### config.mk
export PLATFORM = sky130hd
export DESIGN_NAME = axi_refill_flat
export DESIGN_NICKNAME = d
export VERILOG_FILES = /design/src/source/icache_pkg.sv /design/src/source/icache_if.sv /design/src/source/axi_refill.sv /design/src/flat_wrapper.sv
export SDC_FILE = /design/constraint.sdc
export NUM_CORES = 1
export LEC_CHECK = 0
export BUFFER_PORTS_ARGS = -buffer_cell sky130_fd_sc_hd__buf_2
export CAP_MARGIN = 10
export CORE_AREA = 2 2 121 123
export DETAILED_ROUTE_END_ITERATION = 10
export DIE_AREA = 0 0 123 125
export GPL_TIMING_DRIVEN = 1
export PLACE_DENSITY = 0.75
export SETUP_SLACK_MARGIN = 0.05
export SLEW_MARGIN = 15
export SYNTH_ARGS = -nofsm -noshare
export SYNTH_HDL_FRONTEND = slang
export SYNTH_SLANG_ARGS = --single-unit
### constraint.sdc
create_clock -name clk -period 7.95 [get_ports clk]
set_input_delay 1.59 -clock clk [delete_from_list [all_inputs] [get_ports clk]]
set_output_delay 1.59 -clock clk [all_outputs]
set_load 0.02 [all_outputs]
### src/source/icache_pkg.sv
package icache_pkg;

  // cache geometry, 32 lines of 16 bytes
  localparam int line_words  = 4;
  localparam int line_count  = 32;
  localparam int index_width = 5;
  localparam int tag_width   = 23;

  typedef logic [line_words*32-1:0] line_t;

  // field view of a fetch address
  typedef struct packed {
    logic [tag_width-1:0]   tag;
    logic [index_width-1:0] index;
    logic [1:0]             word;
    logic [1:0]             byte_ofs;
  } addr_fields_t;

  typedef union packed {
    logic [31:0]  raw;
    addr_fields_t fields;
  } fetch_addr_t;

  // tag ram entry
  typedef struct packed {
    logic                 valid;
    logic [tag_width-1:0] tag;
  } tag_entry_t;

  // instruction, secure, privileged
  localparam logic [2:0] fetch_prot = 3'b101;

endpackage
### src/source/icache_if.sv


// lookup to axi line refill
interface refill_if
  import icache_pkg::*;
();
  logic        start;
  logic [31:0] line_addr;
  logic        done;
  line_t       line;
  logic        err;

  modport client (output start, line_addr, input done, line, err);
  modport server (input start, line_addr, output done, line, err);
endinterface

### src/source/axi_refill.sv
`timescale 1ns/1ps

module axi_refill
  import icache_pkg::*;
(
  input  logic        clk,
  input  logic        axi_areset,
  refill_if.server    rf,
  output logic        arvalid,
  input  logic        arready,
  output logic [31:0] araddr,
  output logic [2:0]  arprot,
  input  logic        rvalid,
  output logic        rready,
  input  logic [31:0] rdata,
  input  logic [1:0]  rresp
);
  localparam logic [1:0] st_idle    = 2'd0;
  localparam logic [1:0] st_issue   = 2'd1;
  localparam logic [1:0] st_wait    = 2'd2;
  localparam logic [1:0] st_collect = 2'd3;

  logic [1:0]  state;
  logic [1:0]  beat;
  logic [31:0] addr_q;
  line_t       line_q;
  logic        err_q;
  logic        last_beat;

  assign arvalid   = state == st_issue;
  assign rready    = state == st_wait;
  assign araddr    = addr_q;
  assign arprot    = fetch_prot;
  assign last_beat = beat == 2'(line_words - 1);

  assign rf.done = (state == st_collect) & last_beat;
  assign rf.line = line_q;
  assign rf.err  = err_q;

  always_ff @(posedge clk) begin
    if (axi_areset) begin
      state <= st_idle;
      beat  <= '0;
    end else begin
      case (state)
        st_idle: begin
          if (rf.start) begin
            state <= st_issue;
            beat  <= '0;
          end
        end
        st_issue: begin
          if (arready) begin
            state <= st_wait;
          end
        end
        st_wait: begin
          if (rvalid) begin
            state <= st_collect;
          end
        end
        default: begin
          state <= last_beat ? st_idle : st_issue;
          beat  <= beat + 1'b1;
        end
      endcase
    end
  end

  // beats shift in from the top, first word ends up lowest
  always_ff @(posedge clk) begin
    if (state == st_idle && rf.start) begin
      addr_q <= rf.line_addr;
      err_q  <= 1'b0;
    end else if (state == st_wait && rvalid) begin
      line_q <= {rdata, line_q[$bits(line_t)-1:32]};
      err_q  <= err_q | (rresp != 2'b00);
    end else if (state == st_collect) begin
      addr_q <= addr_q + 32'd4;
    end
  end

endmodule

### src/flat_wrapper.sv
// flat-port wrapper written by rule: the top's interface ports become plain ports
module axi_refill_flat import icache_pkg::*;
  (clk, axi_areset, arvalid, arready, araddr, arprot, rvalid, rready, rdata, rresp, rf_start, rf_line_addr, rf_done, rf_line, rf_err);
  refill_if rf_i ();
  input  logic clk;
  input  logic axi_areset;
  output logic arvalid;
  input  logic arready;
  output logic [31:0] araddr;
  output logic [2:0] arprot;
  input  logic rvalid;
  output logic rready;
  input  logic [31:0] rdata;
  input  logic [1:0] rresp;
  input wire logic [$bits(rf_i.start)-1:0] rf_start;
  input wire logic [$bits(rf_i.line_addr)-1:0] rf_line_addr;
  output wire logic [$bits(rf_i.done)-1:0] rf_done;
  output wire logic [$bits(rf_i.line)-1:0] rf_line;
  output wire logic [$bits(rf_i.err)-1:0] rf_err;
  assign rf_i.start = rf_start;
  assign rf_i.line_addr = rf_line_addr;
  assign rf_done = rf_i.done;
  assign rf_line = rf_i.line;
  assign rf_err = rf_i.err;
  axi_refill u_core (.clk(clk), .axi_areset(axi_areset), .rf(rf_i), .arvalid(arvalid), .arready(arready), .araddr(araddr), .arprot(arprot), .rvalid(rvalid), .rready(rready), .rdata(rdata), .rresp(rresp));
endmodule
==> impl_metrics.csv <==
group,metric,value,unit
detailed_routing,drt.antenna.violating_nets,0,
clock_tree,clkLatencyLatePin,420,ps
power_and_ir_drop,power,2.77,mW
cells_and_area,most-common-layout-cells,"sky130_fd_sc_hd__buf_2 (234), sky130_fd_sc_hd__edfxtp_1 (160), sky130_fd_sc_hd__nand2_1 (29), sky130_fd_sc_hd__nor2_1 (25), sky130_fd_sc_hd__o21ai_0 (23)",
sta,timing_hold_violations_final,0,
clock_tree,tritoncts_clock_tree,"done",
critical_path,endpoint_kind,"flip-flop",
clock_tree,cts_hold_buffers,0,
sta,timing.clock.skew,10.6,ps
clock_tree,clk_root_buffer_cell,"sky130_fd_sc_hd__clkbuf_16",
yosys,synth_seq_area_share,80.1,%
hold_path,worst_hold_path_type,"flip-flop to flip-flop",
power_and_ir_drop,worst_vdd_drop,0.000203,V
placement,post-dp-hpwl,10200,um
yosys,post-synth-top-area-cell,"sky130_fd_sc_hd__edfxtp_1",
cells_and_area,final_layout_size_suffix_gt1_share,43.4,%
placement,gp_congestion,0.862,
sta,timing.final.crit_share,52.9,%
critical_path,cp.arrival,4240,ps
clock_tree,cts_buffers,17,
clock_tree,cts-htree-levels,4,
global_route,global_route_usage_over_all_layers,18.3,%
floorplanning,fp.dieArea,0.0154,mm2
yosys,postSynth.topFlopCell,"sky130_fd_sc_hd__edfxtp_1",
detailed_routing,drt_first_iter_violations,247,
global_route,grt_antenna_before_repair,0,
detailed_routing,drt-wirelength-per-cell,17.2,um
sta,period_needed,4200,ps
floorplanning,floorplan.initialDensity,43.1,%
global_route,grt_max_degree,71,
critical_path,timing.critical_path.fanout_max,70,
yosys,number_of_enable_flip_flop_cells_after_synthesis,160,
floorplanning,core_area,0.0142,mm2
yosys,largest_cells_by_area_after_synthesis,"sky130_fd_sc_hd__edfxtp_1 (79%), sky130_fd_sc_hd__o21ai_0 (1.9%), sky130_fd_sc_hd__nand2_1 (1.8%)",
sta,tns,0,ps
sta,slew_headroom,41.7,%
yosys,ys_types,34,
cells_and_area,final_common_cell,"sky130_fd_sc_hd__buf_2",
yosys,post-synth-top-area-fraction,78.5,%
critical_path,criticalPathCategory,"primary input to flip-flop",
clock_tree,cts_resized,0,
yosys,ys.warnings.count,0,
cells_and_area,area_growth_syn_to_layout,32.0,%
sta,timing.fmax,0.238,GHz
sta,slew_viol_final,0,
detailed_routing,detail_route.wirelength,14000,um
sta,tightest_slew,875,ps
clock_tree,cts_post_setup_buffers_inserted,0,
critical_path,timing.critical_path.required,7990,ps
clock_tree,clock-sinks,165,
sta,grt_setup_unrepaired,"no",
cells_and_area,n_fill_cell,1164,
yosys,synth.ff_latch_count,165,
detailed_routing,detail_route.vias_per_cell,5.02,
clock_tree,clkTransAtPathRegs,70,ps
floorplanning,boundaryPins,238,
yosys,mappedNetlistArea,0.00612,mm2
floorplanning,die_x,123,um
power_and_ir_drop,power-per-cell-area,343,mW/mm2
detailed_routing,drcViolationCount,0,
clock_tree,clock_tree.buffer_depth,2,
run_status,status,"finished, final reports clean",
placement,io_buffer_count,234,
cells_and_area,layout.nets,696,
sta,setup_viol,0,
yosys,synth_async_sr_flop_share,0,%
detailed_routing,first_pass_iters,4,
floorplanning,placement_rows,44,
global_route,grt_pass1_wl,21200,um
floorplanning,die_height,125,um
detailed_routing,via_count,4096,
yosys,synthesis.instances,376,
cells_and_area,antenna-diode-count,0,
yosys,synthesis.area_per_instance,16.3,um2
global_route,via_count_of_the_first_global_routing_pass,3911,
global_route,grt_overflow_total,0,
critical_path,kind_of_start_point_of_the_critical_path,"primary input",
power_and_ir_drop,total_leakage_power,3.10,nW
run,cap_viol_max_count,0,
[registers in the layout (all words and copies together), names as in the netlist]
| name | cells |
|---|---|
| u_core.beat | 2 |
| u_core.rf.line | 128 |
| u_core.araddr | 32 |
| u_core.state | 2 |
| u_core.rf.err | 1 |
[cells in the mapped netlist (5+ instances only)]
master / number
sky130_fd_sc_hd__or4_1: 9
sky130_fd_sc_hd__ha_1: 6
sky130_fd_sc_hd__dfxtp_1: 5
sky130_fd_sc_hd__xnor2_1: 8
sky130_fd_sc_hd__clkbuf_1: 11
sky130_fd_sc_hd__edfxtp_1: 160
sky130_fd_sc_hd__nand3_1: 14
sky130_fd_sc_hd__nor2_1: 26
sky130_fd_sc_hd__or3_1: 9
sky130_fd_sc_hd__o31ai_1: 6
sky130_fd_sc_hd__o21ai_0: 23
sky130_fd_sc_hd__xor2_1: 5
sky130_fd_sc_hd__inv_1: 7
sky130_fd_sc_hd__a31oi_1: 14
sky130_fd_sc_hd__nand4_1: 10
sky130_fd_sc_hd__nand2_1: 29
[layer usage]
layer / vias to the layer above / GRT usage [%] / wire [um]
met5: - / 0 / 0
met4: 0 / 7.89 / 288
met2: 173 / 30.0 / 7120
li1: 1938 / - / -
met3: 22 / 4.24 / 862
met1: 1963 / 23.2 / 5760
[per-stage QoR]
stage          instance area (um2)  worst slack (ps)  hold WS [ps]  utilization, %  instances
6_report                      8080              3750           444            56.9        816
5_1_grt                       8080              3470           453            56.9        816
4_1_cts                       8080              3740           440            56.9        816
3_5_place_dp                  7490              3300           426            52.8        784
3_3_place_gp                  7490              3420           426            52.8        784
2_1_floorplan                 6130              2080           447               -        377
[final timing paths]
check,startpoint,end,slack (ps),cells past startpoint
worst min-delay path,u_core.rf.line[86],u_core.rf.line[54],440,0
worst min register to register,u_core.rf.line[86],u_core.rf.line[54],440,0
worst max register to register,u_core.state[0],u_core.rf.line[68],4270,8
worst max-delay path,rf_start,u_core.rf.line[68],3750,7
[cells by family (layout without fill, tap and decap cells)]
family	count (synthesis)	after routing	share of synthesized area (%)
adders and majority gates	6	6	1.23
muxes	2	2	0.327
buffers and inverters	22	277	1.55
other	2	3	0.123
DFF	165	165	80.1
and+or+nand+nor	116	116	9.92
xor gates and xnor gates	13	13	1.86
AOI/OAI and AO/OA	50	50	4.85
[power breakdown]
| group | internal, mW | total (mW) | switching [mW] |
|---|---|---|---|
| clock | 0.447 | 0.801 | 0.355 |
| sequential | 1.17 | 1.32 | 0.149 |
| combinational | 0.213 | 0.653 | 0.440 |
| total | 1.83 | 2.77 | 0.945 |
[worst max-delay path, cell delays in order]
cell	delay (ps)
sky130_fd_sc_hd__buf_2	120
sky130_fd_sc_hd__nand2_1	70
sky130_fd_sc_hd__buf_4	320
sky130_fd_sc_hd__inv_1	470
sky130_fd_sc_hd__nor2_4	220
sky130_fd_sc_hd__buf_4	670
sky130_fd_sc_hd__buf_4	700
[area by class of cell]
cell class	instances	area, um2	area share, %
Inverter	7	26.3	0.325
Sequential cell	165	4900	60.7
Clock buffer	17	425	5.27
Clock inverter	15	159	1.97
Timing Repair Buffer	238	1200	14.9
Multi-Input combinational cell	190	1130	14.0
Tap cell	184	230	2.85
Note: power is estimated with default switching activity, not from simulation.
