**src/source/icache_pkg.sv**
```systemverilog
package icache_pkg;

  // cache geometry, 32 lines of 16 bytes
  localparam int line_words  = 4;
  localparam int line_count  = 32;
  localparam int index_width = 5;
  localparam int tag_width   = 23;

  typedef logic [line_words*32-1:0] line_t;

  // field view of a fetch address
  typedef struct packed {
    logic [tag_width-1:0]   tag;
    logic [index_width-1:0] index;
    logic [1:0]             word;
    logic [1:0]             byte_ofs;
  } addr_fields_t;

  typedef union packed {
    logic [31:0]  raw;
    addr_fields_t fields;
  } fetch_addr_t;

  // tag ram entry
  typedef struct packed {
    logic                 valid;
    logic [tag_width-1:0] tag;
  } tag_entry_t;

  // instruction, secure, privileged
  localparam logic [2:0] fetch_prot = 3'b101;

endpackage
```
**src/source/icache_if.sv**
```systemverilog
`timescale 1ns/1ps

// lookup to response buffer
interface fetch_resp_if
  import icache_pkg::*;
();
  logic        valid;
  fetch_addr_t addr;
  logic [31:0] data;
  logic        err;
  // at least two free slots
  logic        room;

  modport source (output valid, addr, data, err, input room);
  modport sink (input valid, addr, data, err, output room);
endinterface


```
**src/source/resp_sender.sv**
```systemverilog
`timescale 1ns/1ps

module resp_sender
  import icache_pkg::*;
#(
  parameter int resp_depth = 4
) (
  input  logic        clk,
  input  logic        axi_areset,
  fetch_resp_if.sink  rsp,
  input  logic        resp_credit,
  output logic        resp_valid,
  output logic [31:0] resp_addr,
  output logic [31:0] resp_data,
  output logic        resp_err
);
  localparam int ptr_width    = (resp_depth > 1) ? $clog2(resp_depth) : 1;
  localparam int count_width  = $clog2(resp_depth + 1);
  localparam int credit_width = 16;

  fetch_addr_t             addr_buf [resp_depth];
  logic [31:0]             data_buf [resp_depth];
  logic                    err_buf [resp_depth];
  logic [ptr_width-1:0]    wr_ptr;
  logic [ptr_width-1:0]    rd_ptr;
  logic [count_width-1:0]  count;
  logic [credit_width-1:0] credits;
  logic                    send;

  assign send     = (count != '0) & (credits != '0);
  assign rsp.room = int'(count) + 2 <= resp_depth;

  always_ff @(posedge clk) begin
    if (rsp.valid) begin
      addr_buf[wr_ptr] <= rsp.addr;
      data_buf[wr_ptr] <= rsp.data;
      err_buf[wr_ptr]  <= rsp.err;
    end
    if (send) begin
      resp_addr <= addr_buf[rd_ptr].raw;
      resp_data <= data_buf[rd_ptr];
      resp_err  <= err_buf[rd_ptr];
    end
  end

  always_ff @(posedge clk) begin
    if (axi_areset) begin
      wr_ptr     <= '0;
      rd_ptr     <= '0;
      count      <= '0;
      credits    <= '0;
      resp_valid <= 1'b0;
    end else begin
      if (rsp.valid) begin
        wr_ptr <= (wr_ptr == ptr_width'(resp_depth - 1)) ? '0 : wr_ptr + 1'b1;
      end
      if (send) begin
        rd_ptr <= (rd_ptr == ptr_width'(resp_depth - 1)) ? '0 : rd_ptr + 1'b1;
      end
      count      <= count + count_width'(rsp.valid) - count_width'(send);
      // each emitted response spends one consumer credit
      credits    <= credits + credit_width'(resp_credit) - credit_width'(send);
      resp_valid <= send;
    end
  end

endmodule

```
**src/flat_wrapper.sv**
```systemverilog
// flat-port wrapper written by rule: the top's interface ports become plain ports
module resp_sender_flat import icache_pkg::*;
#(
  parameter int resp_depth = 4
)
  (clk, axi_areset, resp_credit, resp_valid, resp_addr, resp_data, resp_err, rsp_valid, rsp_addr, rsp_data, rsp_err, rsp_room);
  fetch_resp_if rsp_i ();
  input  logic clk;
  input  logic axi_areset;
  input  logic resp_credit;
  output logic resp_valid;
  output logic [31:0] resp_addr;
  output logic [31:0] resp_data;
  output logic resp_err;
  input wire logic [$bits(rsp_i.valid)-1:0] rsp_valid;
  input wire logic [$bits(rsp_i.addr)-1:0] rsp_addr;
  input wire logic [$bits(rsp_i.data)-1:0] rsp_data;
  input wire logic [$bits(rsp_i.err)-1:0] rsp_err;
  output wire logic [$bits(rsp_i.room)-1:0] rsp_room;
  assign rsp_i.valid = rsp_valid;
  assign rsp_i.addr = rsp_addr;
  assign rsp_i.data = rsp_data;
  assign rsp_i.err = rsp_err;
  assign rsp_room = rsp_i.room;
  resp_sender #(.resp_depth(resp_depth)) u_core (.clk(clk), .axi_areset(axi_areset), .rsp(rsp_i), .resp_credit(resp_credit), .resp_valid(resp_valid), .resp_addr(resp_addr), .resp_data(resp_data), .resp_err(resp_err));
endmodule
```
**config.mk**
```make
export PLATFORM = sky130hd
export DESIGN_NAME = resp_sender_flat
export DESIGN_NICKNAME = d
export VERILOG_FILES = /design/src/source/icache_pkg.sv /design/src/source/icache_if.sv /design/src/source/resp_sender.sv /design/src/flat_wrapper.sv
export SDC_FILE = /design/constraint.sdc
export NUM_CORES = 1
export LEC_CHECK = 0
export ABC_AREA = 1
export BUFFER_PORTS_ARGS = -buffer_cell sky130_fd_sc_hd__buf_4
export CORE_MARGIN = 1.5
export CORE_UTILIZATION = 41
export CTS_CLUSTER_SIZE = 20
export DETAILED_ROUTE_END_ITERATION = 8
export PLACE_DENSITY_LB_ADDON = 0.2
export SLEW_MARGIN = 40
export SYNTH_ARGS = -nofsm -noshare
export SYNTH_HDL_FRONTEND = slang
export SYNTH_SLANG_ARGS = --single-unit
```
**constraint.sdc**
```tcl
create_clock -name clk -period 7.85 [get_ports clk]
set_input_delay 0.3925 -clock clk [delete_from_list [all_inputs] [get_ports clk]]
set_output_delay 0.3925 -clock clk [all_outputs]
set_load 0.005 [all_outputs]
```
==> qor_table.md <==
| Stage | Result | This run |
|---|---|---|
| grt | Global-route wire length before repair | 42.6 mm |
| synth | Cells after Synth | 994 |
| floorplan | Chip Height | 184 um |
| timing | Final Hold Vio Count | 0 |
| clocking | TritonCTS Buffers | 38 |
| floorplan | Standard-cell rows | 66 |
| synth | Yosys warnings | 0 |
| synth | Post-synthesis instance area | 0.0135 mm2 |
| synth | Yosys top cell area share | 72.5% |
| clocking | H-tree levels | 2 |
| setup path | Critical path fanouts, max | 4 |
| setup path | Required time of the worst setup path | 8.25 ns |
| status | Status | completed |
| detailed routing | Initial drt markers | 503 |
| detailed routing | Via count | 7943 |
| timing | Final Max Tran Viols | 0 |
| floorplan | Total core area | 0.0325 mm2 |
| placed design | HPWL Detailed | 15.1 mm |
| timing | Min setup slack post-route | 5.05 ns |
| grt | GRT overflow | 0 |
| job | Number of max-capacitance violations reported | 0 |
| clocking | Cts-stage hold buffer count | 0 |
| synth | Yosys cell types | 23 |
| timing | RSZ-0062 raised after global routing | false |
| timing | Fmax achieved | 357 MHz |
| detailed routing | Wire length per cell | 17.5 um |
| final layout | Filler cell count in the final layout | 2847 |
| floorplan | Number of ports placed on the die boundary | 136 |
| timing | Min Tclk post-route | 2.80 ns |
| placed design | Total of buffers placed on input and output ports | 135 |
| final layout | Total area of sequential cells | 0.0102 mm2 |
| clocking | Number of buffers between clock root and the deepest sink | 3 |
| timing | Actual slew at the worst max-slew pin | 0.823 ns |
| grt | Via count of the first global-routing pass | 7565 |
| timing | Fin Hold WS | 0.0703 ns |
| clocking | Clock sink count | 349 |
| placed design | DP Worst Slack | 5.05 ns |
| final layout | Share of final-layout standard cells stronger than drive strength 1 | 17.3% |
| timing | Setup-violating endpoint count in the final report | 0 |
| synth | Post-Synthesis Mean Instance Area | 13.5 um2 |
| synth | Flop and latch count out of synthesis | 349 |
| pwr | Peak ir drop on the vdd network | 0.000190 V |
| final layout | Antenna Diode Count | 0 |
| grt | Number of antenna violations at the first check in global routing | 1 |
| grt | Maximum number of pins on one net before global-route repair | 101 |
| detailed routing | Drt first pass iters | 4 |
| clocking | Clock latency of the later-clocked register in the worst-skew pair | 0.52 ns |
| synth | Yosys top cell by area | sky130_fd_sc_hd__edfxtp_1 |
| floorplan | Area of the die | 0.0339 mm2 |
| clocking | Clock edge transition at the registers on the reported setup and hold paths | 0.06 ns |
| placed design | Placed insts | 1536 |
| synth | Net Count, Synth | 1096 |
| timing | Post-Route Skew | 0.0195 ns |
| timing | Aggregate negative setup slack | 0 ns |
| final layout | Leading cell types in the layout, fill and taps excluded | sky130_fd_sc_hd__edfxtp_1, sky130_fd_sc_hd__nor2_1, sky130_fd_sc_hd__buf_4 |
| synth | Fraction of the yosys area taken by sequential cells | 76.1% |
| detailed routing | DR DRC count | 0 |
| synth | Ranking of synthesized cells by area | sky130_fd_sc_hd__edfxtp_1, sky130_fd_sc_hd__nor2_1, sky130_fd_sc_hd__o21ai_0 |
| final layout | Core utilization of the finished layout | 49.2% |
| final layout | Most common library cell in the layout ignoring fill and taps | sky130_fd_sc_hd__edfxtp_1 |
| setup path | Nature of the critical path startpoint | register |
| timing | Crit share post-route | 35.7% |
| clocking | CTS tree | yes |
| detailed routing | Antenna-violating nets left | 0 |
| detailed routing | Post-detailed-routing wire length | 28.0 mm |
| setup path | Crit path capture type | register |
| pwr | Power per standard cell area | 378 mW/mm2 |
| grt | Global routing usage summed across all routing layers | 16.5% |
| setup path | Arrival time at the worst endpoint | 3.20 ns |
| clocking | Number of gates resized after CTS | 0 |
| final layout | Area of combinational cells with multiple inputs | 0.00267 mm2 |
| floorplan | Effective utilization at floorplan | 41.5% |
| placed design | Gpl congestion | 0.790 |
| timing | Max transition margin | 45.2% |
| pwr | Static power due to leakage | 5.92 nW |
| clocking | CTS Root Buffer Type | sky130_fd_sc_hd__clkbuf_16 |
| clocking | Post CTS Setup Buffer Count | 0 |
| final layout | Net count of the finished layout | 1236 |
| floorplan | DIE WIDTH | 184 um |
| min path | Worst min-delay path category | primary input to register |
| setup path | Startpoint-to-endpoint class of the critical path | register to register |
| final layout | Growth of design area from synthesis to finish | 18.7% |
| final layout | Filler-free cell count of the finished design | 1603 |
| detailed routing | Routed via count divided by cell count | 4.96 |
## critical path, stage by stage, from the launching register on
cell and delay (ns):
sky130_fd_sc_hd__dfxtp_1 0.31, sky130_fd_sc_hd__inv_1 0.08, sky130_fd_sc_hd__ha_1 0.16, sky130_fd_sc_hd__nand4_1 0.10, sky130_fd_sc_hd__nor2_1 0.10, sky130_fd_sc_hd__nand3_1 0.07, sky130_fd_sc_hd__nand2_1 0.13, sky130_fd_sc_hd__clkinv_2 0.10
sky130_fd_sc_hd__ha_1 0.29, sky130_fd_sc_hd__inv_1 0.05, sky130_fd_sc_hd__ha_1 0.15, sky130_fd_sc_hd__inv_1 0.05, sky130_fd_sc_hd__fa_1 0.35, sky130_fd_sc_hd__inv_1 0.08, sky130_fd_sc_hd__nand2_1 0.07, sky130_fd_sc_hd__nand2_1 0.09
sky130_fd_sc_hd__nand2_1 0.12, sky130_fd_sc_hd__inv_1 0.08, sky130_fd_sc_hd__nand2_1 0.05, sky130_fd_sc_hd__nand3_1 0.09, sky130_fd_sc_hd__nand2_1 0.06, sky130_fd_sc_hd__nand2_1 0.06, sky130_fd_sc_hd__nor2_1 0.05
## worst paths after layout
kind | start | to | slack (ns) | cells past startpoint
min | rsp_addr[21] | u_core.addr_buf[1][21]$_DFFE_PP_ | 0.07 | 1
max | u_core.credits[4]$_SDFF_PP0_ | u_core.credits[12]$_SDFF_PP0_ | 5.05 | 22
min reg2reg | u_core.wr_ptr[1]$_SDFFE_PP0P_ | u_core.wr_ptr[1]$_SDFFE_PP0P_ | 0.52 | 2
max reg2reg | u_core.credits[4]$_SDFF_PP0_ | u_core.credits[12]$_SDFF_PP0_ | 5.05 | 22
## per-layer routing
| layer | vias up | GRT usage, % | wire length, um |
|---|---|---|---|
| met4 | 2 | 4.85 | 503 |
| met3 | 44 | 3.62 | 1410 |
| li1 | 3847 | - | - |
| met5 | - | 0 | 14 |
| met2 | 152 | 27.1 | 13400 |
| met1 | 3898 | 22.2 | 12700 |
## logic make-up after synthesis
| family | count (synthesis) | synth area share, % |
|---|---|---|
| flops | 349 | 76.1 |
| compound gates | 225 | 9.01 |
| fa+ha+maj | 33 | 3.18 |
| xor+xnor | 1 | 0.0651 |
| buf+inv | 120 | 4.07 |
| simple gates | 266 | 7.56 |
## where the power goes
| part | internal, mW | total [mW] | switching [mW] |
|---|---|---|---|
| Sequential | 2.46 | 2.60 | 0.142 |
| Clock | 0.917 | 1.61 | 0.689 |
| Combinational | 0.681 | 1.84 | 1.16 |
## area by class of cell
class / instances / area share (%)
clock buffers: 51 / 6.39
clock inverters: 16 / 0.587
inverters: 76 / 1.84
multi-input cells: 525 / 16.7
flip-flops and latches: 349 / 64.1
well taps: 442 / 3.46
repair buffers: 144 / 6.89
## sequential cells by signal, indices dropped and copies added (netlist names)
| name | cells |
|---|---|
| u_core.wr_ptr | 2 |
| u_core.data_buf | 128 |
| u_core.count | 3 |
| u_core.rd_ptr | 2 |
| u_core.addr_buf | 128 |
| u_core.resp_addr | 32 |
| u_core.credits | 16 |
| u_core.resp_err | 1 |
| u_core.err_buf | 4 |
| u_core.resp_valid | 1 |
| u_core.resp_data | 32 |
## through the flow
stage,total power [mW],cell area [um2]
2_1_floorplan,3.79,13500
3_3_place_gp,4.49,14800
3_5_place_dp,4.51,14900
4_1_cts,6.12,16000
5_1_grt,6.43,16000
6_report,6.04,16000
## synth_stat cells, drive strengths merged
master  count
fa          2
nor2      175
dfxtp      24
o22ai      65
ha         31
clkbuf     23
o21bai      1
o21a        1
a21oi      19
xnor2       1
edfxtp    325
nand2      78
and2        1
nand3       9
buf        21
o21ai     139
nor3        2
nand4       1
inv        76
Note: power is estimated with default switching activity, not from simulation.
