File: config.mk
export PLATFORM = sky130hd
export DESIGN_NAME = line_lookup_flat
export DESIGN_NICKNAME = d
export VERILOG_FILES = /design/src/source/icache_pkg.sv /design/src/source/icache_if.sv /design/src/source/line_lookup.sv /design/src/source/bram.sv /design/src/flat_wrapper.sv
export SDC_FILE = /design/constraint.sdc
export NUM_CORES = 2
export LEC_CHECK = 0
export BUFFER_PORTS_ARGS = -buffer_cell sky130_fd_sc_hd__buf_4
export CAP_MARGIN = 20
export CORE_UTILIZATION = 40
export DETAILED_ROUTE_END_ITERATION = 12
export PLACE_DENSITY_LB_ADDON = 0.2
export SLEW_MARGIN = 20
export SYNTH_ARGS = -nofsm -noshare
export SYNTH_HDL_FRONTEND = slang
export SYNTH_MEMORY_MAX_BITS = 65536
export SYNTH_SLANG_ARGS = --single-unit
File: constraint.sdc
create_clock -name clk -period 12.58 [get_ports clk]
set_clock_uncertainty 0.05 [all_clocks]
set_input_delay 2.516 -clock clk [delete_from_list [all_inputs] [get_ports clk]]
set_output_delay 2.516 -clock clk [all_outputs]
set_load 0.005 [all_outputs]
File: src/source/icache_pkg.sv
package icache_pkg;

  // cache geometry, 32 lines of 16 bytes
  localparam int line_words  = 4;
  localparam int line_count  = 32;
  localparam int index_width = 5;
  localparam int tag_width   = 23;

  typedef logic [line_words*32-1:0] line_t;

  // field view of a fetch address
  typedef struct packed {
    logic [tag_width-1:0]   tag;
    logic [index_width-1:0] index;
    logic [1:0]             word;
    logic [1:0]             byte_ofs;
  } addr_fields_t;

  typedef union packed {
    logic [31:0]  raw;
    addr_fields_t fields;
  } fetch_addr_t;

  // tag ram entry
  typedef struct packed {
    logic                 valid;
    logic [tag_width-1:0] tag;
  } tag_entry_t;

  // instruction, secure, privileged
  localparam logic [2:0] fetch_prot = 3'b101;

endpackage
File: src/source/icache_if.sv
`timescale 1ns/1ps

// lookup to response buffer
interface fetch_resp_if
  import icache_pkg::*;
();
  logic        valid;
  fetch_addr_t addr;
  logic [31:0] data;
  logic        err;
  // at least two free slots
  logic        room;

  modport source (output valid, addr, data, err, input room);
  modport sink (input valid, addr, data, err, output room);
endinterface

// lookup to axi line refill
interface refill_if
  import icache_pkg::*;
();
  logic        start;
  logic [31:0] line_addr;
  logic        done;
  line_t       line;
  logic        err;

  modport client (output start, line_addr, input done, line, err);
  modport server (input start, line_addr, output done, line, err);
endinterface

File: src/source/line_lookup.sv
`timescale 1ns/1ps

module line_lookup
  import icache_pkg::*;
(
  input  logic         clk,
  input  logic         axi_areset,
  input  logic         req_valid,
  input  fetch_addr_t  req_addr,
  output logic         req_take,
  fetch_resp_if.source rsp,
  refill_if.client     rf
);
  localparam logic [1:0] st_sweep  = 2'd0;
  localparam logic [1:0] st_run    = 2'd1;
  localparam logic [1:0] st_refill = 2'd2;
  localparam logic [1:0] st_replay = 2'd3;

  logic [1:0]             state;
  logic [index_width-1:0] sweep_idx;
  logic                   s2_valid;
  fetch_addr_t            s2_addr;

  logic [index_width-1:0] ram_addr;
  logic                   install;
  logic                   tag_wen;
  tag_entry_t             tag_din;
  line_t                  data_q;
  tag_entry_t             tag_q;
  logic                   hit;

  // stage 1 index source
  always_comb begin
    case (state)
      st_sweep: ram_addr = sweep_idx;
      st_run:   ram_addr = req_addr.fields.index;
      default:  ram_addr = s2_addr.fields.index;
    endcase
  end

  assign install = (state == st_refill) & rf.done & ~rf.err;
  assign tag_wen = install | (state == st_sweep);

  always_comb begin
    tag_din.valid = state != st_sweep;
    tag_din.tag   = s2_addr.fields.tag;
  end

  bram #(
    .data_width($bits(line_t)),
    .depth(line_count)
  ) cached_data (
    .clk,
    .addr(ram_addr),
    .wen(install),
    .din(rf.line),
    .dout(data_q)
  );

  bram #(
    .data_width($bits(tag_entry_t)),
    .depth(line_count)
  ) valid_and_tag (
    .clk,
    .addr(ram_addr),
    .wen(tag_wen),
    .din(tag_din),
    .dout(tag_q)
  );

  // stage 2 compare
  assign hit = s2_valid & tag_q.valid & (tag_q.tag == s2_addr.fields.tag);

  // next request enters while stage 2 is empty or retiring a hit
  assign req_take = (state == st_run) & req_valid & rsp.room & (~s2_valid | hit);

  assign rsp.valid = ((state == st_run) & hit) | ((state == st_refill) & rf.done & rf.err);
  assign rsp.addr  = s2_addr;
  assign rsp.data  = data_q[32*s2_addr.fields.word +: 32];
  assign rsp.err   = state == st_refill;

  assign rf.start     = (state == st_run) & s2_valid & ~hit;
  assign rf.line_addr = {s2_addr.raw[31:4], 4'b0000};

  always_ff @(posedge clk) begin
    if (axi_areset) begin
      state     <= st_sweep;
      sweep_idx <= '0;
      s2_valid  <= 1'b0;
    end else begin
      case (state)
        st_sweep: begin
          sweep_idx <= sweep_idx + 1'b1;
          if (sweep_idx == index_width'(line_count - 1)) begin
            state <= st_run;
          end
        end
        st_run: begin
          if (rf.start) begin
            state <= st_refill;
          end
        end
        st_refill: begin
          // error goes straight out, good line is read back once
          if (rf.done) begin
            state <= rf.err ? st_run : st_replay;
          end
        end
        default: begin
          state <= st_run;
        end
      endcase
      if (req_take) begin
        s2_valid <= 1'b1;
      end else if (rsp.valid) begin
        s2_valid <= 1'b0;
      end
    end
  end

  always_ff @(posedge clk) begin
    if (req_take) begin
      s2_addr <= req_addr;
    end
  end

endmodule

File: src/source/bram.sv
`timescale 1ns/1ps

module bram #(
  parameter int data_width = 32,
  parameter int depth      = 32
) (
  input  logic                     clk,
  input  logic [$clog2(depth)-1:0] addr,
  input  logic                     wen,
  input  logic [data_width-1:0]    din,
  output logic [data_width-1:0]    dout
);
  logic [data_width-1:0] mem [depth];

  // registered read, old data on a same-address write
  always_ff @(posedge clk) begin
    if (wen) begin
      mem[addr] <= din;
    end
    dout <= mem[addr];
  end

endmodule

File: src/flat_wrapper.sv
// flat-port wrapper written by rule: the top's interface ports become plain ports
module line_lookup_flat import icache_pkg::*;
  (clk, axi_areset, req_valid, req_addr, req_take, rsp_valid, rsp_addr, rsp_data, rsp_err, rsp_room, rf_start, rf_line_addr, rf_done, rf_line, rf_err);
  fetch_resp_if rsp_i ();
  refill_if rf_i ();
  input  logic clk;
  input  logic axi_areset;
  input  logic req_valid;
  input  fetch_addr_t req_addr;
  output logic req_take;
  output wire logic [$bits(rsp_i.valid)-1:0] rsp_valid;
  output wire logic [$bits(rsp_i.addr)-1:0] rsp_addr;
  output wire logic [$bits(rsp_i.data)-1:0] rsp_data;
  output wire logic [$bits(rsp_i.err)-1:0] rsp_err;
  input wire logic [$bits(rsp_i.room)-1:0] rsp_room;
  output wire logic [$bits(rf_i.start)-1:0] rf_start;
  output wire logic [$bits(rf_i.line_addr)-1:0] rf_line_addr;
  input wire logic [$bits(rf_i.done)-1:0] rf_done;
  input wire logic [$bits(rf_i.line)-1:0] rf_line;
  input wire logic [$bits(rf_i.err)-1:0] rf_err;
  assign rsp_valid = rsp_i.valid;
  assign rsp_addr = rsp_i.addr;
  assign rsp_data = rsp_i.data;
  assign rsp_err = rsp_i.err;
  assign rsp_i.room = rsp_room;
  assign rf_start = rf_i.start;
  assign rf_line_addr = rf_i.line_addr;
  assign rf_i.done = rf_done;
  assign rf_i.line = rf_line;
  assign rf_i.err = rf_err;
  line_lookup u_core (.clk(clk), .axi_areset(axi_areset), .req_valid(req_valid), .req_addr(req_addr), .req_take(req_take), .rsp(rsp_i), .rf(rf_i));
endmodule
==> flow_metrics.env <==
export IMPL_outcome="finished clean"
export IMPL_dr_total_vias=106018
export IMPL_postCtsHoldBufs=0
export IMPL_p_seq_share_pct=50.7
export IMPL_clkLatencyLatePin_ps=1090
export IMPL_dieArea_um2=480000
export IMPL_h_tree_depth=6
export IMPL_fillers=40046
export IMPL_gp_congestion=0.784
export IMPL_peakVddDrop_mv=0.149
export IMPL_setup_viol=0
export IMPL_ys_types=40
export IMPL_antenna_found_initial=89
export IMPL_critPathKind="flop to primary output"
export IMPL_cp_end_kind="primary output"
export IMPL_netlist_instances=10478
export IMPL_drtPass1Iterations=6
export IMPL_critical_path_slowest_cell="nor4_1"
export IMPL_final_nets=11052
export IMPL_final_util_pct=45.9
export IMPL_holdCritPathClass="flop to flop"
export IMPL_p_leak_nw=77.1
export IMPL_combinationalPowerShare_pct=7.5
export IMPL_area_growth_pct=14.2
export IMPL_grt_setup_unrepaired="no"
export IMPL_layout_area_seq_um2=150000
export IMPL_ys_warn_count=0
export IMPL_fp_dieH_um=693
export IMPL_syn_mean_instance_area_um2=18.2
export IMPL_fmax_mhz=137
export IMPL_core_um2=475000
export IMPL_cts_root_buf="clkbuf_16"
export IMPL_num_rows=253
export IMPL_syn_cell_area_um2=191000
export IMPL_relSlewSlack_pct=12.1
export IMPL_ys_seq_area_share_pct=78.7
export IMPL_powerDensity_nw_per_um2=171
export IMPL_start_util_pct=40.2
export IMPL_synth_seq_cells=5056
export IMPL_crit_arrival_ps=4730
export IMPL_internal_power_w=0.0286
export IMPL_drc=0
export IMPL_total_power_w=0.0373
export IMPL_final_layout_size_suffix_gt1_share_pct=12.7
export IMPL_worst_pin_slew_ps=1320
export IMPL_numCtsBuffers=536
export IMPL_post_cts_setup_buffers=0
export IMPL_grt_pass1_vias=102146
export IMPL_min_period_over_period_pct=58.0
export IMPL_finalCriticalPeriod_ps=7300
export IMPL_via_per_inst=6.02
export IMPL_finalSetupTns_ps=0
export IMPL_p_sw_share_pct=23.3
export IMPL_clockBufferDepth=4
export IMPL_path_clk_slew_ps=60
export IMPL_die_w_um=693
export IMPL_reg2reg_slack_ps=5860
export IMPL_crit_fanout=29
export IMPL_ios=266
export IMPL_overflow=0
export IMPL_dp_hpwl_um=303000
export IMPL_port_buffers=261
export IMPL_netSwitchingPower_w=0.00869
export IMPL_drt_iter0_markers=14498
export IMPL_cts_tree="done"
export IMPL_ant_nets=0
export IMPL_slowest_delay_ps=860
export IMPL_finalMaxSlewViolations=0
export IMPL_clockPowerShare_pct=41.8
export IMPL_worst_ep_required_time_ps=10010
export IMPL_cts_resized=0
export IMPL_cap_violations=0
export IMPL_post_drt_wl_per_cell_um=35.6
export IMPL_grt_total_usage_pct=25.3
export IMPL_grt_pass1_wl_um=846000
export IMPL_grt_start_max_net_pins=138
export IMPL_routed_wl_um=627000
export IMPL_crit_chain="buf_8, xor2_1, nor4_1, nand4_1, o21ai_0, and4_4, buf_4"
export IMPL_dp_slack_ps=4580
export IMPL_cts_sinks=5056
export IMPL_fin_ws_ps=5280
export IMPL_critPathLaunchType="flop"
export IMPL_multi_input_area_um2=37600
export IMPL_finalHoldViolCount=0
layout by cell type, fill, tap and decap left out, drive strengths merged, types with 160 or more instances in the layout:
cell	Yosys	final
clkinv	0	178
o22ai	1024	1024
nand2	566	566
and3	183	183
a311oi	179	179
dfxtp	160	160
edfxtp	4896	4896
clkbuf	335	736
mux2i	2048	2048
buf	356	553
a211oi	179	179
nor4	310	310
logic make-up after synthesis:
kind of cell             Yosys count  synth area share [%]
adder cells (fa/ha/maj)            5                0.0328
other                              1               0.00197
buffers and inverters            697                  1.88
multiplexers                    2080                  11.1
XOR/XNOR                          26                 0.119
AND/OR/NAND/NOR                 1183                  3.04
AO/OA/AOI/OAI                   1430                  5.05
flip-flops                      5056                  78.7
registers in the layout, summed over array words and instances (netlist names):
name / count
u_core.cached_data.dout: 128
u_core.rsp.addr: 32
u_core.state: 2
u_core.valid_and_tag.mem: 768
u_core.valid_and_tag.dout: 24
u_core.cached_data.mem: 4096
u_core.s2_valid: 1
u_core.sweep_idx: 5
final timing paths:
kind,cells after the start,to,start
hold / removal,2,u_core.s2_valid$_SDFFE_PP0P_,u_core.s2_valid$_SDFFE_PP0P_
setup reg to reg,13,u_core.valid_and_tag.dout[16]$_DFF_P_,u_core.state[1]$_SDFFE_PP0P_
setup / recovery,7,req_take,u_core.rsp.addr[9]$_DFFE_PP_
hold reg to reg,2,u_core.s2_valid$_SDFFE_PP0P_,u_core.s2_valid$_SDFFE_PP0P_
through the flow:
stage | cells | hold slack, ps | cell area [µm²]
5_1_grt | 17588 | 469 | 218000
2_1_floorplan | 10481 | 389 | 191000
3_3_place_gp | 16583 | 416 | 200000
4_1_cts | 17567 | 433 | 218000
6_report | 17601 | 439 | 218000
3_5_place_dp | 16586 | 421 | 200000
synthesized netlist by cell type, drive strengths merged:
cell type / count / area (µm²)
xor2: 25 / 219
nand4: 18 / 119
a311o: 2 / 20.0
buf: 356 / 2310
and4: 1 / 8.76
and2: 1 / 6.26
nor2: 72 / 270
nor4: 310 / 1940
edfxtp: 4896 / 147000
a221o: 5 / 50.1
a22oi: 1 / 12.5
o2bb2ai: 1 / 8.76
dfxtp: 160 / 3200
nor3b: 4 / 30.0
nand3: 24 / 120
clkbuf: 335 / 1260
ha: 5 / 62.6
mux2i: 2048 / 20500
xnor2: 1 / 8.76
o22ai: 1024 / 6410
a311oi: 179 / 1570
a221oi: 4 / 52.6
mux4: 32 / 721
a21oi: 25 / 125
nand2: 566 / 2120
conb: 1 / 3.75
nor4bb: 1 / 10.0
nand2b: 1 / 6.26
o21ai: 9 / 45.0
and3: 183 / 1140
inv: 6 / 22.5
o31ai: 1 / 7.51
or3b: 1 / 8.76
a211oi: 179 / 1340
nor3: 1 / 5.00
area by class of cell:
type	instances	area share, %
Clock buffer	736	6.88
Clock inverter	245	1.04
Sequential cell	5056	69.0
Multi-Input combinational cell	4728	17.2
Timing Repair Buffer	553	2.24
Antenna cell	30	0.0345
Tap cell	6247	3.59
Inverter	6	0.0103
worst max-delay path: cells and delay by family (launching register included):
| family | cells | cell delay (ps) |
|---|---|---|
| AO/OA/AOI/OAI | 1 | 650 |
| AND/OR/NAND/NOR | 3 | 1770 |
| buffers and inverters | 2 | 450 |
| XOR/XNOR | 1 | 190 |
| flip-flops | 1 | 560 |
power by group through the flow:
stage / combinational, W / clock (W) / sequential (W)
floorplan: 0.00170 / 0 / 0.0190
finish: 0.00279 / 0.0156 / 0.0189
CTS: 0.00276 / 0.0158 / 0.0189
detailed placement: 0.00275 / 0 / 0.0192
global route: 0.00291 / 0.0164 / 0.0189
global placement: 0.00272 / 0 / 0.0192
per-layer routing:
metal / wire [µm] / up-vias / global-route usage, %
met5: 252 / - / 0
met4: 17500 / 38 / 6.92
met3: 54700 / 982 / 4.25
met2: 295000 / 5439 / 40.7
met1: 260000 / 56228 / 35.6
li1: - / 43331 / -
No activity file was read; power rests on OpenSTA's default activity.
