$ cat config.mk
export PLATFORM = sky130hd
export DESIGN_NAME = fetch_queue
export DESIGN_NICKNAME = d
export VERILOG_FILES = /design/src/source/icache_pkg.sv /design/src/source/fetch_queue.sv
export SDC_FILE = /design/constraint.sdc
export NUM_CORES = 1
export LEC_CHECK = 0
export ABC_AREA = 1
export BUFFER_PORTS_ARGS = -buffer_cell sky130_fd_sc_hd__buf_2
export CAP_MARGIN = 20
export CORE_UTILIZATION = 30
export DETAILED_ROUTE_END_ITERATION = 10
export HOLD_SLACK_MARGIN = 0.06
export MAX_ROUTING_LAYER = met4
export SYNTH_ARGS = -nofsm -noshare
export SYNTH_HDL_FRONTEND = slang
export SYNTH_SLANG_ARGS = --single-unit
$ cat constraint.sdc
create_clock -name clk -period 2 [get_ports clk]
set_input_delay 0 -clock clk [delete_from_list [all_inputs] [get_ports clk]]
set_output_delay 0 -clock clk [all_outputs]
set_load 0.01 [all_outputs]
$ cat src/source/icache_pkg.sv
package icache_pkg;

  // cache geometry, 32 lines of 16 bytes
  localparam int line_words  = 4;
  localparam int line_count  = 32;
  localparam int index_width = 5;
  localparam int tag_width   = 23;

  typedef logic [line_words*32-1:0] line_t;

  // field view of a fetch address
  typedef struct packed {
    logic [tag_width-1:0]   tag;
    logic [index_width-1:0] index;
    logic [1:0]             word;
    logic [1:0]             byte_ofs;
  } addr_fields_t;

  typedef union packed {
    logic [31:0]  raw;
    addr_fields_t fields;
  } fetch_addr_t;

  // tag ram entry
  typedef struct packed {
    logic                 valid;
    logic [tag_width-1:0] tag;
  } tag_entry_t;

  // instruction, secure, privileged
  localparam logic [2:0] fetch_prot = 3'b101;

endpackage
$ cat src/source/fetch_queue.sv
`timescale 1ns/1ps

module fetch_queue
  import icache_pkg::*;
#(
  parameter int req_depth = 4
) (
  input  logic        clk,
  input  logic        axi_areset,
  input  logic        fetch_valid,
  input  fetch_addr_t fetch_addr,
  output logic        fetch_credit,
  output logic        req_valid,
  output fetch_addr_t req_addr,
  input  logic        req_take
);
  localparam int ptr_width   = (req_depth > 1) ? $clog2(req_depth) : 1;
  localparam int count_width = $clog2(req_depth + 1);

  fetch_addr_t            entries [req_depth];
  logic [ptr_width-1:0]   wr_ptr;
  logic [ptr_width-1:0]   rd_ptr;
  logic [count_width-1:0] count;

  assign req_valid = count != '0;
  assign req_addr  = entries[rd_ptr];

  // sender credits guarantee a free slot on every fetch_valid
  always_ff @(posedge clk) begin
    if (fetch_valid) begin
      entries[wr_ptr] <= fetch_addr;
    end
  end

  always_ff @(posedge clk) begin
    if (axi_areset) begin
      wr_ptr       <= '0;
      rd_ptr       <= '0;
      count        <= '0;
      fetch_credit <= 1'b0;
    end else begin
      if (fetch_valid) begin
        wr_ptr <= (wr_ptr == ptr_width'(req_depth - 1)) ? '0 : wr_ptr + 1'b1;
      end
      if (req_take) begin
        rd_ptr <= (rd_ptr == ptr_width'(req_depth - 1)) ? '0 : rd_ptr + 1'b1;
      end
      count        <= count + count_width'(fetch_valid) - count_width'(req_take);
      // one credit back per popped entry
      fetch_credit <= req_take;
    end
  end

endmodule

==> flow_metrics.env, run 1 <==
export IMPL_placed_area_um2=6137
export IMPL_syn_nets=477
export IMPL_ff_latch_area_um2=4049
export IMPL_outcome="finished clean"
export IMPL_multi_input_area_um2=1020
export IMPL_worst_pin_slew_ns=0.4147
export IMPL_finalPower_mw=6.872
export IMPL_synthAdderAreaFrac=0.01941
export IMPL_vias_per_cell=4.323
export IMPL_required_ns=2.00
export IMPL_initial_utilization=0.3076
export IMPL_routed_wl_mm=10.40
export IMPL_num_fill_cells=1730
export IMPL_period_share=0.8826
export IMPL_synth_cell_types=16
export IMPL_area_growth_syn_to_layout_pct=26.68
export IMPL_rsz0062_at_grt="no"
export IMPL_grt_pass1_wl_mm=16.75
export IMPL_finalSetupTns_ns=0
export IMPL_yosysWarnings=0
export IMPL_synth_compound_area_frac=0.1065
export IMPL_relSlewSlack=0.7235
export IMPL_gp_congestion=0.7373
export IMPL_rows=49
export IMPL_arrival_ns=1.77
export IMPL_die_w_um=137.9
export IMPL_fin_crit_ns=1.765
export IMPL_clk_latency_ns=0.42
export IMPL_drc=0
export IMPL_hold_viol=0
export IMPL_seq_area_frac_synth=0.7294
export IMPL_min_path_type="in2reg"
export IMPL_cts_setup_buffers=0
export IMPL_first_iter_violations=239
export IMPL_htree_levels=4
export IMPL_r2r_start="count[0]"
export IMPL_setup_viol=0
export IMPL_grt_usage=0.1236
export IMPL_antenna_found_initial=0
export IMPL_muxShareOfSynthArea=0
export IMPL_grt_max_degree=65
export IMPL_antenna_cells=0
export IMPL_core_area_um2=18020
export IMPL_max_freq_mhz=566.5
export IMPL_postSynthCellCount=433
export IMPL_cp_top_family="flip-flops"
export IMPL_cp_cell_sequence="buf_12, a21oi_1, o21ai_0, nand2_1, buf_2"
export IMPL_die_area_um2=19030
export IMPL_ios=70
export IMPL_power_density_nw_per_um2=978.5
export IMPL_wl_per_cell_um=13.26
export IMPL_clockBufferDepth=2
export IMPL_worstPathMaxFanout=53
export IMPL_cpPeakStageDelay_ns=0.61
export IMPL_die_h_um=137.9
export IMPL_cp_end_kind="primary output"
export IMPL_vias=3389
export IMPL_syn_area_per_cell_um2=12.80
export IMPL_cts_buffers_inserted=17
export IMPL_postRouteAntennaNets=0
export IMPL_clk_pin_slew_ns=0.06
export IMPL_crit_type="reg2out"
export IMPL_yosysTopAreaCell="edfxtp_1"
export IMPL_synth_top_family_by_area="compound AO/OA/AOI/OAI gates"
export IMPL_synthXorXnorAreaFrac=0
export IMPL_synth_top_cell_area_share=0.6933
export IMPL_mostFrequentLayoutCell="edfxtp_1"
export IMPL_gr_total_overflow=0
export IMPL_synth_simple_area_share=0.05800
export IMPL_layout_common_cells="edfxtp_1 (128), inv_1 (75), nand2_1 (73)"
export IMPL_drv_slew=0
export IMPL_cts_tree="built"
export IMPL_cts_root_buf="clkbuf_16"
export IMPL_start_kind="flip-flop"
export IMPL_synth_area_top_cells="edfxtp_1 (69%), inv_1 (5.3%), nand2_1 (4.9%)"
export IMPL_grt_pass1_vias=3432
export IMPL_design_area_um2=7023
export IMPL_cp_slowest_cell="dfxtp_4"
export IMPL_first_pass_iters=4
export IMPL_peakVddDrop_uv=627.0
export IMPL_worstHoldStart="fetch_addr[1]"
export IMPL_synth_seq_cells=138
export IMPL_crit_buf_inv=2
export IMPL_nets=586
export IMPL_drive_above_1_share=0.1982
export IMPL_drv_cap=0
export IMPL_syn_area_um2=5544
export IMPL_clock_skew_ns=0.01683
export IMPL_p_leak_nw=2.778
export IMPL_io_buffers=69
export IMPL_post_dp_hpwl_mm=6.619
export IMPL_cts_sinks=138
[path summary, 6_finish.rpt]
kind / slack, ns / cells past startpoint / to
setup / recovery: 0.23 / 5 / req_addr[19]
hold / removal: 0.33 / 2 / entries[3][1]
setup reg to reg: 0.44 / 8 / count[2]
hold reg to reg: 0.50 / 2 / flip-flop
[power breakdown]
| group | internal [mW] | switching [mW] |
|---|---|---|
| clock network | 1.68 | 1.12 |
| logic | 0.292 | 0.424 |
| registers | 3.30 | 0.0576 |
| total | 5.27 | 1.60 |
[per-layer routing]
| layer | vias to the layer above | track usage | part of all wire |
|---|---|---|---|
| met4 | 0 | 0.05797 | 0.015 |
| met5 | - | - | 0 |
| li1 | 1709 | - | - |
| met3 | 13 | 0.03874 | 0.048 |
| met1 | 1601 | 0.1321 | 0.42 |
| met2 | 66 | 0.2083 | 0.52 |
[through the flow]
stage / utilization / std cells / hold slack (ns) / setup slack, ns
final: 0.3896 / 784 / 0.3308 / 0.2347
after global routing: 0.3896 / 784 / 0.3363 / 0.07741
after CTS: 0.3896 / 784 / 0.3097 / 0.1849
after detailed placement: 0.3405 / 717 / 0.2200 / 0.4557
after global placement: 0.3405 / 717 / 0.2129 / 0.4879
after floorplan: - / 433 / 0.06669 / 0.3981
[worst register-to-register path, cell delays in order, from the launching register on]
cell and delay [ns]:
dfxtp_1 0.30, inv_1 0.05, ha_1 0.26, inv_1 0.05
ha_1 0.13, inv_1 0.04, fa_1 0.38, a21oi_1 0.18
nor2_1 0.06
[registers in the layout, indices dropped and copies added, names as in the netlist, named ones only]
| register | flops |
|---|---|
| entries | 128 |
| rd_ptr | 2 |
| wr_ptr | 2 |
| fetch_credit | 1 |
| count | 3 |
[cell families (layout without fill, tap and decap cells)]
kind of cell | after synthesis | count (layout)
AND/OR/NAND/NOR | 85 | 85
buffers and inverters | 100 | 222
adder cells (fa/ha/maj) | 8 | 8
AO/OA/AOI/OAI | 102 | 102
flip-flops | 138 | 138
[cell type report]
cell class,count,area share
clock inverter,15,0.01568
multi-input combinational,195,0.1452
tap,229,0.04080
timing repair buffer,111,0.1190
sequential,138,0.5765
clock buffer,17,0.06057
inverter,79,0.04222
[timing repair]
item                       CTS  global route
gates resized for setup      0             0
hold endpoints to repair   138             0
setup endpoints to repair    0             0
hold buffers                35             0
[synthesized netlist by cell type, drive strengths merged]
cell type and number:
dfxtp 10, o211ai 32, nor2 10, clkbuf 3, o21ai 35, nand2 73, edfxtp 128, fa 1
a21oi 35, ha 7, nand3 2, buf 18, inv 79
No activity file was read; power rests on OpenSTA's default activity.
==> inputs of run 2 (changes only) <==
Settings changed: PLACE_DENSITY from default to 0.56.
==> run 2 against run 1 <==
Net effect: setup slack got worse by 0.037 ns; non-clock buffer count is 5 higher; utilization grew 0.28 points; design area grew 0.71%; total power rose by 6.5%; critical path depth stayed put; register-to-register slack gained 0.02 ns; combinational power down 3%; critical path type unchanged; die area did not move; clock skew shrank 0.0082 ns; sequential power is essentially flat.
==> flow_metrics.env, run 2 (synthesis results as in run 1) <==
export IMPL_grt_max_degree=65
export IMPL_whs_ns=0.3266
export IMPL_worst_pin_slew_ns=0.4778
export IMPL_worst_slack_ns=0.1974
export IMPL_wl_per_cell_um=13.14
export IMPL_worstPathMaxFanout=38
export IMPL_cts_root_buf="clkbuf_16"
export IMPL_cpPeakStageDelay_ns=0.59
export IMPL_finalSetupTns_ns=0
export IMPL_fin_crit_ns=1.803
export IMPL_die_h_um=137.9
export IMPL_antenna_found_initial=0
export IMPL_hold_viol=0
export IMPL_cp_end_kind="primary output"
export IMPL_rsz0062_at_grt="no"
export IMPL_relSlewSlack=0.6815
export IMPL_first_iter_violations=146
export IMPL_cts_tree="built"
export IMPL_period_share=0.9013
export IMPL_setup_viol=0
export IMPL_drive_above_1_share=0.2107
export IMPL_outcome="finished clean"
export IMPL_r2r_setup_slack_ns=0.46
export IMPL_routed_wl_mm=10.37
export IMPL_die_w_um=137.9
export IMPL_fin_util=0.3924
export IMPL_power_density_nw_per_um2=1035
export IMPL_core_area_um2=18020
export IMPL_io_buffers=69
export IMPL_vias_per_cell=4.290
export IMPL_min_to="entries[2][24]"
export IMPL_ios=70
export IMPL_reg2reg_depth=8
export IMPL_nets=591
export IMPL_hold_path_cell_count=2
export IMPL_grt_usage=0.1208
export IMPL_antenna_cells=0
export IMPL_cts_buffers_inserted=17
export IMPL_peakVddDrop_uv=562.5
export IMPL_cts_setup_buffers=0
export IMPL_top_regs="entries: 128 flops, count: 3 flops"
export IMPL_drv_slew=0
export IMPL_cp_slowest_cell="dfxtp_4"
export IMPL_start_kind="flip-flop"
export IMPL_r2r_end="count[2]"
export IMPL_met2_length_mm=4.979
export IMPL_layout_common_cells="edfxtp_1 (128), inv_1 (75), nand2_1 (73)"
export IMPL_min_path_type="in2reg"
export IMPL_max_freq_mhz=554.7
export IMPL_vias=3385
export IMPL_drv_cap=0
export IMPL_gr_total_overflow=0
export IMPL_drc=0
export IMPL_die_area_um2=19030
export IMPL_clk_pin_slew_ns=0.06
export IMPL_post_dp_hpwl_mm=6.194
export IMPL_postRouteAntennaNets=0
export IMPL_clockBufferDepth=2
export IMPL_wl_met1_mm=4.891
export IMPL_rows=49
export IMPL_largest_register_ffs=128
export IMPL_gp_congestion=0.6956
export IMPL_grt_pass1_wl_mm=16.08
export IMPL_r2r_start="count[0]"
export IMPL_p_leak_nw=2.828
export IMPL_htree_levels=4
export IMPL_worstHoldStart="fetch_addr[24]"
export IMPL_initial_utilization=0.3076
export IMPL_top_register="entries"
export IMPL_clock_skew_ns=0.008585
export IMPL_ctsResizeCount=0
export IMPL_cts_sinks=138
export IMPL_clk_latency_ns=0.42
export IMPL_ctsHoldBuffers=35
export IMPL_mostFrequentLayoutCell="edfxtp_1"
export IMPL_top_layer="met4"
export IMPL_grt_pass1_vias=3216
export IMPL_cp_cell_sequence="buf_4, a21oi_1, o21ai_0, nand2_1, buf_2"
export IMPL_crit_type="reg2out"
export IMPL_place_ws_ns=0.4642
export IMPL_required_ns=2.00
export IMPL_wl_met3_um=378
export IMPL_area_growth_syn_to_layout_pct=27.58
export IMPL_first_pass_iters=4
export IMPL_arrival_ns=1.80
-- run 2: cell types whose count changed in the layout (fill, tap and decap cells not counted) --
cell	before	now
clkinv_2	5	3
clkinvlp_4	3	2
bufinv_16	1	4
buf_4	0	11
clkinv_1	4	1
inv_6	0	2
buf_12	7	1
clkinv_4	2	3
-- run 2: power by group --
part	total, mW	internal [mW]	switching (mW)	leakage (nW)
Combinational	0.699	0.281	0.418	1.27
Sequential	3.36	3.30	0.0545	1.26
Clock	3.26	2.08	1.18	0.301
Total	7.32	5.67	1.65	2.83
-- run 2: critical path, delay by kind of cell, from the launching register on --
family / cells / cell delay [ns]
AOI/OAI and AO/OA: 2 / 0.19
DFF: 1 / 0.59
and+or+nand+nor: 1 / 0.10
buffers and inverters: 2 / 0.50
-- run 2: stage by stage --
| stage | cell area, µm² | instances | total power, mW |
|---|---|---|---|
| 3_3_place_gp | 6100 | 722 | 4.055 |
| 2_1_floorplan | 5544 | 433 | 3.823 |
| 4_1_cts | 7073 | 789 | 7.421 |
| 6_report | 7073 | 789 | 7.319 |
| 5_1_grt | 7073 | 789 | 7.624 |
| 3_5_place_dp | 6100 | 722 | 4.083 |
-- run 2: area by class of cell --
type | count | area [µm²]
fillers | 1745 | 10950
clock buffers | 17 | 425.4
repair buffers | 116 | 798.3
flip-flops and latches | 138 | 4049
multi-input cells | 195 | 1020
clock inverters | 15 | 197.7
inverters | 79 | 296.5
well taps | 229 | 286.5
-- run 2: how the worst max path moves through the flow --
stage          startpoint            end  slack (ns)  depth (start not counted)
6_report        flip-flop   req_addr[13]        0.20                          5
5_1_grt         flip-flop   req_addr[12]       0.007                          5
4_1_cts         flip-flop   req_addr[13]        0.16                          5
3_5_place_dp     count[0]       count[2]        0.46                          8
3_3_place_gp     count[0]       count[2]        0.50                          8
2_1_floorplan   wr_ptr[0]  entries[2][0]        0.40                          4
-- run 2: metal layers --
layer,GRT usage,vias up
li1,-,1715
met1,0.1412,1608
met2,0.1900,50
met3,0.04094,12
met4,0.05012,0
met5,-,-
